[config.mk]
export PLATFORM = sky130hd
export DESIGN_NAME = fetch_top
export DESIGN_NICKNAME = d
export VERILOG_FILES = /design/src/hw/fetch_pkg.sv /design/src/hw/fetch_top.sv /design/src/hw/pipe_ctrl.sv /design/src/hw/jump_unit.sv /design/src/hw/fetch_unit.sv
export SDC_FILE = /design/constraint.sdc
export NUM_CORES = 1
export LEC_CHECK = 0
export ABC_CLOCK_PERIOD_IN_PS = 10100
export BUFFER_PORTS_ARGS = -buffer_cell sky130_fd_sc_hd__buf_2
export CAP_MARGIN = 20
export CORE_UTILIZATION = 30
export CTS_BUF_LIST = sky130_fd_sc_hd__clkbuf_4
export CTS_CLUSTER_SIZE = 24
export DETAILED_ROUTE_END_ITERATION = 10
export GPL_ROUTABILITY_DRIVEN = 0
export PLACE_DENSITY = 0.43
export SETUP_SLACK_MARGIN = 0.4
export SLEW_MARGIN = 10
export SYNTH_ARGS = -nofsm -noshare
export SYNTH_HDL_FRONTEND = slang
export SYNTH_SLANG_ARGS = --single-unit
[constraint.sdc]
create_clock -name clk -period 10.1 [get_ports clk]
set_input_delay 0.505 -clock clk [delete_from_list [all_inputs] [get_ports clk]]
set_output_delay 0.505 -clock clk [all_outputs]
set_load 0.05 [all_outputs]
[src/hw/fetch_pkg.sv]
// fetch package
// widths and fixed encodings shared by the fetch subsystem
`default_nettype none

package fetch_pkg;

  ////////////////////////////////////////
  // widths
  ////////////////////////////////////////

  parameter int ADDR_W = 64;  // pc and bus address
  parameter int INST_W = 32;  // one instruction word

  ////////////////////////////////////////
  // encodings
  ////////////////////////////////////////

  // major opcode of jal, bits [6:0] of the word
  parameter logic [6:0] OPC_JAL = 7'b1101111;

  // ebreak is a complete fixed word, no fields to decode
  parameter logic [INST_W-1:0] INST_EBREAK = 32'h0010_0073;

  ////////////////////////////////////////
  // reset pc
  ////////////////////////////////////////

  // default boot address, the top level can override it
  parameter logic [ADDR_W-1:0] PC_START_DEF = 64'h0000_0000_8000_0000;

endpackage

`default_nettype wire
[src/hw/fetch_top.sv]
// fetch subsystem top
// fetch unit, jump decode and pipeline control wired together
`timescale 1ns/1ps
`default_nettype none

module fetch_top #(
  parameter logic [fetch_pkg::ADDR_W-1:0] PC_START = fetch_pkg::PC_START_DEF
) (
  input  wire                          clk,
  input  wire                          rst,

  // instruction bus
  input  wire                          i_bus_ack,
  input  wire  [fetch_pkg::INST_W-1:0] i_bus_rdata,
  output logic                         o_bus_req,
  output logic [fetch_pkg::ADDR_W-1:0] o_bus_addr,

  // retire trace
  output logic                         o_retire_valid,
  output logic [fetch_pkg::ADDR_W-1:0] o_retire_pc,
  output logic [fetch_pkg::INST_W-1:0] o_retire_inst,
  output logic                         o_halted
);

  // fetch to decode
  logic                         fetched;
  logic [fetch_pkg::ADDR_W-1:0] fetch_pc;
  logic [fetch_pkg::INST_W-1:0] fetch_inst;

  // decode to control and back to fetch
  logic                         dec_valid;
  logic [fetch_pkg::ADDR_W-1:0] dec_pc;
  logic [fetch_pkg::INST_W-1:0] dec_inst;
  logic                         jmp;
  logic [fetch_pkg::ADDR_W-1:0] jmp_addr;
  logic                         next_req;

  fetch_unit #(
    .PC_START (PC_START)
  ) u_fetch (
    .clk               (clk),
    .rst               (rst),
    .i_bus_ack         (i_bus_ack),
    .i_bus_rdata       (i_bus_rdata),
    .o_bus_req         (o_bus_req),
    .o_bus_addr        (o_bus_addr),
    .i_writebacked_req (next_req),
    .i_pc_jmp          (jmp),
    .i_pc_jmpaddr      (jmp_addr),
    .o_pc              (fetch_pc),
    .o_inst            (fetch_inst),
    .o_fetched         (fetched)
  );

  jump_unit u_jump (
    .clk         (clk),
    .rst         (rst),
    .i_fetched   (fetched),
    .i_pc        (fetch_pc),
    .i_inst      (fetch_inst),
    .o_dec_valid (dec_valid),
    .o_pc        (dec_pc),
    .o_inst      (dec_inst),
    .o_jmp       (jmp),
    .o_jmp_addr  (jmp_addr)
  );

  pipe_ctrl u_ctrl (
    .clk            (clk),
    .rst            (rst),
    .i_dec_valid    (dec_valid),
    .i_pc           (dec_pc),
    .i_inst         (dec_inst),
    .o_next_req     (next_req),
    .o_retire_valid (o_retire_valid),
    .o_retire_pc    (o_retire_pc),
    .o_retire_inst  (o_retire_inst),
    .o_halted       (o_halted)
  );

endmodule

`default_nettype wire

[src/hw/pipe_ctrl.sv]
// pipeline control
// retires decoded words, requests the next fetch and stops on ebreak
`timescale 1ns/1ps
`default_nettype none

module pipe_ctrl (
  input  wire                          clk,
  input  wire                          rst,

  input  wire                          i_dec_valid,
  input  wire  [fetch_pkg::ADDR_W-1:0] i_pc,
  input  wire  [fetch_pkg::INST_W-1:0] i_inst,

  output logic                         o_next_req,      // to fetch unit
  output logic                         o_retire_valid,
  output logic [fetch_pkg::ADDR_W-1:0] o_retire_pc,
  output logic [fetch_pkg::INST_W-1:0] o_retire_inst,
  output logic                         o_halted
);

  typedef enum logic {
    ST_RUN  = 1'b0,
    ST_HALT = 1'b1
  } state_t;

  state_t state;
  state_t state_nxt;
  logic   is_ebreak;
  logic   retire_now;

  assign is_ebreak  = (i_inst == fetch_pkg::INST_EBREAK);
  assign retire_now = i_dec_valid & (state == ST_RUN);

  ////////////////////////////////////////
  // state
  ////////////////////////////////////////

  always_comb begin
    state_nxt = state;
    case (state)
      ST_RUN: begin
        if (retire_now && is_ebreak) begin
          state_nxt = ST_HALT;
        end
      end
      ST_HALT: state_nxt = ST_HALT;  // left only by reset
      default: state_nxt = ST_RUN;
    endcase
  end

  always_ff @(posedge clk) begin
    if (rst) begin
      state <= ST_RUN;
    end else begin
      state <= state_nxt;
    end
  end

  assign o_halted = (state == ST_HALT);

  ////////////////////////////////////////
  // retire and next request
  ////////////////////////////////////////

  always_ff @(posedge clk) begin
    if (rst) begin
      o_retire_valid <= 1'b0;
      o_next_req     <= 1'b0;
    end else begin
      o_retire_valid <= retire_now;
      o_next_req     <= retire_now & ~is_ebreak;  // nothing after ebreak
    end
  end

  // retire trace payload
  always_ff @(posedge clk) begin
    if (retire_now) begin
      o_retire_pc   <= i_pc;
      o_retire_inst <= i_inst;
    end
  end

endmodule

`default_nettype wire

[src/hw/jump_unit.sv]
// jump unit
// one decode stage, flags jal and computes its target from the j-immediate
`timescale 1ns/1ps
`default_nettype none

module jump_unit (
  input  wire                          clk,
  input  wire                          rst,

  input  wire                          i_fetched,
  input  wire  [fetch_pkg::ADDR_W-1:0] i_pc,
  input  wire  [fetch_pkg::INST_W-1:0] i_inst,

  output logic                         o_dec_valid,
  output logic [fetch_pkg::ADDR_W-1:0] o_pc,
  output logic [fetch_pkg::INST_W-1:0] o_inst,
  output logic                         o_jmp,
  output logic [fetch_pkg::ADDR_W-1:0] o_jmp_addr
);

  logic [20:0]                  imm_j;      // 21 bit, lsb always zero
  logic [fetch_pkg::ADDR_W-1:0] imm_j_sx;

  ////////////////////////////////////////
  // decode register
  ////////////////////////////////////////

  always_ff @(posedge clk) begin
    if (rst) begin
      o_dec_valid <= 1'b0;
    end else begin
      o_dec_valid <= i_fetched;
    end
  end

  always_ff @(posedge clk) begin
    if (i_fetched) begin
      o_pc   <= i_pc;
      o_inst <= i_inst;
    end
  end

  ////////////////////////////////////////
  // jal target
  ////////////////////////////////////////

  // imm[20|10:1|11|19:12] sits in inst[31:12]
  assign imm_j = {
    o_inst[31],     // imm[20]
    o_inst[19:12],  // imm[19:12]
    o_inst[20],     // imm[11]
    o_inst[30:21],  // imm[10:1]
    1'b0
  };

  assign imm_j_sx = {{(fetch_pkg::ADDR_W - 21){imm_j[20]}}, imm_j};

  assign o_jmp_addr = o_pc + imm_j_sx;

  // only valid words can redirect
  assign o_jmp = o_dec_valid & (o_inst[6:0] == fetch_pkg::OPC_JAL);

endmodule

`default_nettype wire

[src/hw/fetch_unit.sv]
// fetch unit
// holds the pc, drives the instruction bus and refetches once after a jump
`timescale 1ns/1ps
`default_nettype none

module fetch_unit #(
  parameter logic [fetch_pkg::ADDR_W-1:0] PC_START = fetch_pkg::PC_START_DEF
) (
  input  wire                          clk,
  input  wire                          rst,

  ////////////////////////////////////////
  // instruction bus
  input  wire                          i_bus_ack,
  input  wire  [fetch_pkg::INST_W-1:0] i_bus_rdata,
  output logic                         o_bus_req,
  output logic [fetch_pkg::ADDR_W-1:0] o_bus_addr,

  ////////////////////////////////////////
  // pipeline side
  input  wire                          i_writebacked_req,  // start next fetch
  input  wire                          i_pc_jmp,
  input  wire  [fetch_pkg::ADDR_W-1:0] i_pc_jmpaddr,
  output logic [fetch_pkg::ADDR_W-1:0] o_pc,
  output logic [fetch_pkg::INST_W-1:0] o_inst,
  output logic                         o_fetched            // one cycle pulse
);

  logic                         handshake;
  logic                         redirect;
  logic                         fetch_again;    // next word is a wasted one
  logic [fetch_pkg::ADDR_W-1:0] pc_pred;        // pc after the last fetched word
  logic [fetch_pkg::ADDR_W-1:0] saved_jmpaddr;  // target held until refetch

  assign handshake = o_bus_req & i_bus_ack;

  // a jump only matters when it leaves the sequential path,
  // so an offset of 4 falls through with no refetch
  assign redirect = i_pc_jmp & (i_pc_jmpaddr != pc_pred);

  ////////////////////////////////////////
  // bus request
  ////////////////////////////////////////

  always_ff @(posedge clk) begin
    if (rst) begin
      o_bus_req <= 1'b1;  // first fetch starts right out of reset
    end else if (handshake) begin
      if (!fetch_again) begin
        o_bus_req <= 1'b0;
      end                 // refetch keeps req high for the target
    end else if (i_writebacked_req) begin
      o_bus_req <= 1'b1;
    end
  end

  ////////////////////////////////////////
  // address, prediction and refetch flag
  ////////////////////////////////////////

  always_ff @(posedge clk) begin
    if (rst) begin
      o_bus_addr  <= PC_START;
      pc_pred     <= PC_START;
      fetch_again <= 1'b0;
      o_fetched   <= 1'b0;
    end else begin
      o_fetched <= 1'b0;
      if (handshake) begin
        if (fetch_again) begin
          // drop the sequential word, go to the target
          fetch_again <= 1'b0;
          o_bus_addr  <= saved_jmpaddr;
          pc_pred     <= saved_jmpaddr;
        end else begin
          o_bus_addr <= o_bus_addr + 64'd4;
          pc_pred    <= o_bus_addr + 64'd4;
          o_fetched  <= 1'b1;
        end
      end
      // jump is decoded while the bus is idle, never in a handshake cycle
      if (redirect) begin
        fetch_again <= 1'b1;
      end
    end
  end

  // payload registers
  always_ff @(posedge clk) begin
    if (redirect) begin
      saved_jmpaddr <= i_pc_jmpaddr;
    end
    if (handshake && !fetch_again) begin
      o_pc   <= o_bus_addr;
      o_inst <= i_bus_rdata;
    end
  end

endmodule

`default_nettype wire

==> run metrics <==
outcome=complete, no violations; Remaining DRCs=0; die width=roughly 270 µm; buffers added on ports=between 150 and 200; Yosys top cell area share=0.499; Synth Warn #=0; largest net degree at the start of global routing=73; vias=roughly 17000; final setup fails=0; Tot Pwr=roughly 4.2 mW; VDD IR-drop max=approximately 77 µV; worst-skew pair later-pin latency=roughly 960 ps; Routed Wire Length=roughly 74000 µm; Final period util=0.630; top cells by count, synth=edfxtp_1, nor2_1, a21oi_1; slowest library cell on the worst path=a31oi_1; min-delay worst type=input pin to flip-flop; Clock Tree Buf Depth=3; Remaining Overflow, GRT=0; Worst Tran Pin Value=roughly 1200 ps; final slew viol count=0; row cnt=97; die area=between 0.07 and 0.08 mm²; crit path max fanout=56; fin nets=between 2000 and 2500; Placed Cells=just under 3000; number of DRC markers in iteration 0=around 1600; number of global-route vias before repair=between 15000 and 20000; H-tree depth=3; Netlist cell types=83; postcts setup bufs=0; gr usage total=0.204; core area=between 0.06 and 0.07 mm²; Min Hold Slack=approximately 230 ps; RSZ-0062 raised after global routing=no; Final Instance Count excl. Fillers=3181; ratio of cells with drive above 1 in the final layout=0.196; Post-synth EDFFs=roughly 350; Area growth syn-to-layout=17.9%; DP HPWL=approximately 54000 µm; Avg Cell Area, Syn=approximately 11 µm²; Worst Path Arrival=6890 ps; post-synth top area cell=edfxtp_1; CTS clk-pin slew, worst paths=around 60 ps; syn_nets=between 1500 and 2000; maxcap violations=0; post-layout minimum cycle time=roughly 6400 ps; Lkg Pwr=slightly below 9 nW; max incr delay on CP=around 900 ps; Hold Vio Cnt, Final=0; Post-synth ARST share=0; Final TNS setup=0 ps; crit path cell chain=ha_1 -> inv_1 -> fa_1 -> nand2b_1 -> a211oi_2 -> o211ai_1 -> a31oi_1 -> a211oi_1 -> nor2_1 -> xor3_1 -> a2111oi_0 -> nand4_1 -> nor4_2 -> nor2_4 -> buf_4; predominant post-synthesis flop cell=edfxtp_1; TritonCTS Buffers=120; startpoint types=flip-flop; Cell Pwr Density=around 170 mW/mm²; TritonRoute pass-1 iters=5; Starting Density=0.303; I/O pin count=198; Worst EP required=about 11000 ps; Resized Gates After CTS=0; sequential area share after synthesis=0.566; clk sinks=roughly 420; R2R setup slack=between 3000 and 4000 ps; crit path capture type=flip-flop; CTS tree=done; dominant cells by area after synthesis=edfxtp_1, dfxtp_1, ha_1; initial antenna violation count=4; Mapped Area=0.0212 mm²; worst reg2reg path depth=15; highest clock rate=157 MHz; Max transition margin=0.200; WHS Path Cells=3; Synth Register Bits=approximately 420; Post-Syn Instances=between 1500 and 2000; clk_skew=77.6 ps; post-DR wirelength/cell=~23 µm; CP Class=flip-flop to flip-flop; Clock Tree Root=clkbuf_4; count leader, synth=edfxtp_1; Die H=~270 µm; DR vias/cell=~5.4; Antenna Nets Post-Route=0; first-pass GRT wire length=108000 µm
## worst max-delay path, delay by kind of cell (launching register included)
| family | cells | cell delay, ps |
|---|---|---|
| compound gates | 5 | 2650 |
| buf+inv | 2 | 440 |
| xor+xnor | 1 | 340 |
| flops | 1 | 430 |
| simple gates | 5 | 1290 |
| fa+ha+maj | 2 | 670 |
## cell type report
class,instances,area [µm²]
Antenna cell,5,12.5
Clock buffer,176,1320
Clock inverter,43,303
Fill cell,7120,44900
Inverter,29,109
Multi-Input combinational cell,1320,8640
Sequential cell,423,12000
Tap cell,940,1180
Timing Repair Buffer,245,1430
## kinds of logic after synthesis
group | share of synthesized area
and+or+nand+nor | 0.157
AOI/OAI and AO/OA | 0.146
DFF | 0.566
buffers and inverters | 0.0275
xor gates and xnor gates | 0.0583
adders and majority gates | 0.0382
muxes | 0.00644
## where the power goes
part           internal, mW  switching (mW)  total [mW]
Clock                 0.904           0.771        1.67
Sequential             1.96          0.0323        1.99
Combinational         0.163           0.365       0.528
## through the flow
stage / instance area, µm² / util / setup slack (ps)
3_5_place_dp: 23000 / 0.329 / 3940
5_1_grt: 25000 / 0.357 / 3600
3_3_place_gp: 23000 / 0.329 / 3750
4_1_cts: 25000 / 0.357 / 3840
2_1_floorplan: 21200 / - / 3280
6_report: 25000 / 0.357 / 3740
## path summary, 6_finish.rpt
kind                                        start                        end
worst max-delay path            u_jump.o_inst[21]  u_fetch.saved_jmpaddr[25]
worst min-delay path                          rst     u_fetch.o_bus_addr[60]
worst max register to register  u_jump.o_inst[21]  u_fetch.saved_jmpaddr[25]
worst min register to register   u_fetch.o_pc[49]            u_jump.o_pc[49]
## repair_timing
action,4_1_cts,5_1_grt
endpoints found under the hold margin,32,0
setup endpoints to repair,0,0
hold buffers,32,0
## cell usage in the layout, fill, tap and decap left out, types with 20 or more instances in the layout
master,count
inv_1,29
nor2b_1,20
dfxtp_1,69
ha_1,63
edfxtp_1,352
a221oi_1,54
and4_1,20
dlygate4sd3_1,32
xor2_1,40
xnor2_1,59
a21oi_1,141
nor3_1,63
nand3_1,48
nand2_1,136
or4_1,24
o21ai_0,78
clkinv_1,26
clkbuf_4,176
nand4_1,60
buf_2,197
nor2_1,185
## registers in the layout, indices dropped and copies added, names as in the netlist
signal                 count
u_jump.o_inst             32
u_fetch.saved_jmpaddr     64
u_fetch.o_fetched          1
u_fetch.o_inst            32
u_ctrl.o_retire_pc        64
u_jump.o_dec_valid         1
u_fetch.o_bus_addr        64
u_ctrl.o_next_req          1
u_ctrl.o_retire_inst      32
u_fetch.fetch_again        1
u_jump.o_pc               64
u_fetch.o_pc              64
u_fetch.o_bus_req          1
u_ctrl.o_halted            1
u_ctrl.o_retire_valid      1
## layer usage
layer  up-vias  global-route usage  wire [µm]
li1       7843                   -          -
met1      8359               0.277      32900
met2       722               0.320      33900
met3       136              0.0445       4950
met4         0              0.0698       2040
met5         -                   0          0
Note: power is estimated with default switching activity, not from simulation.
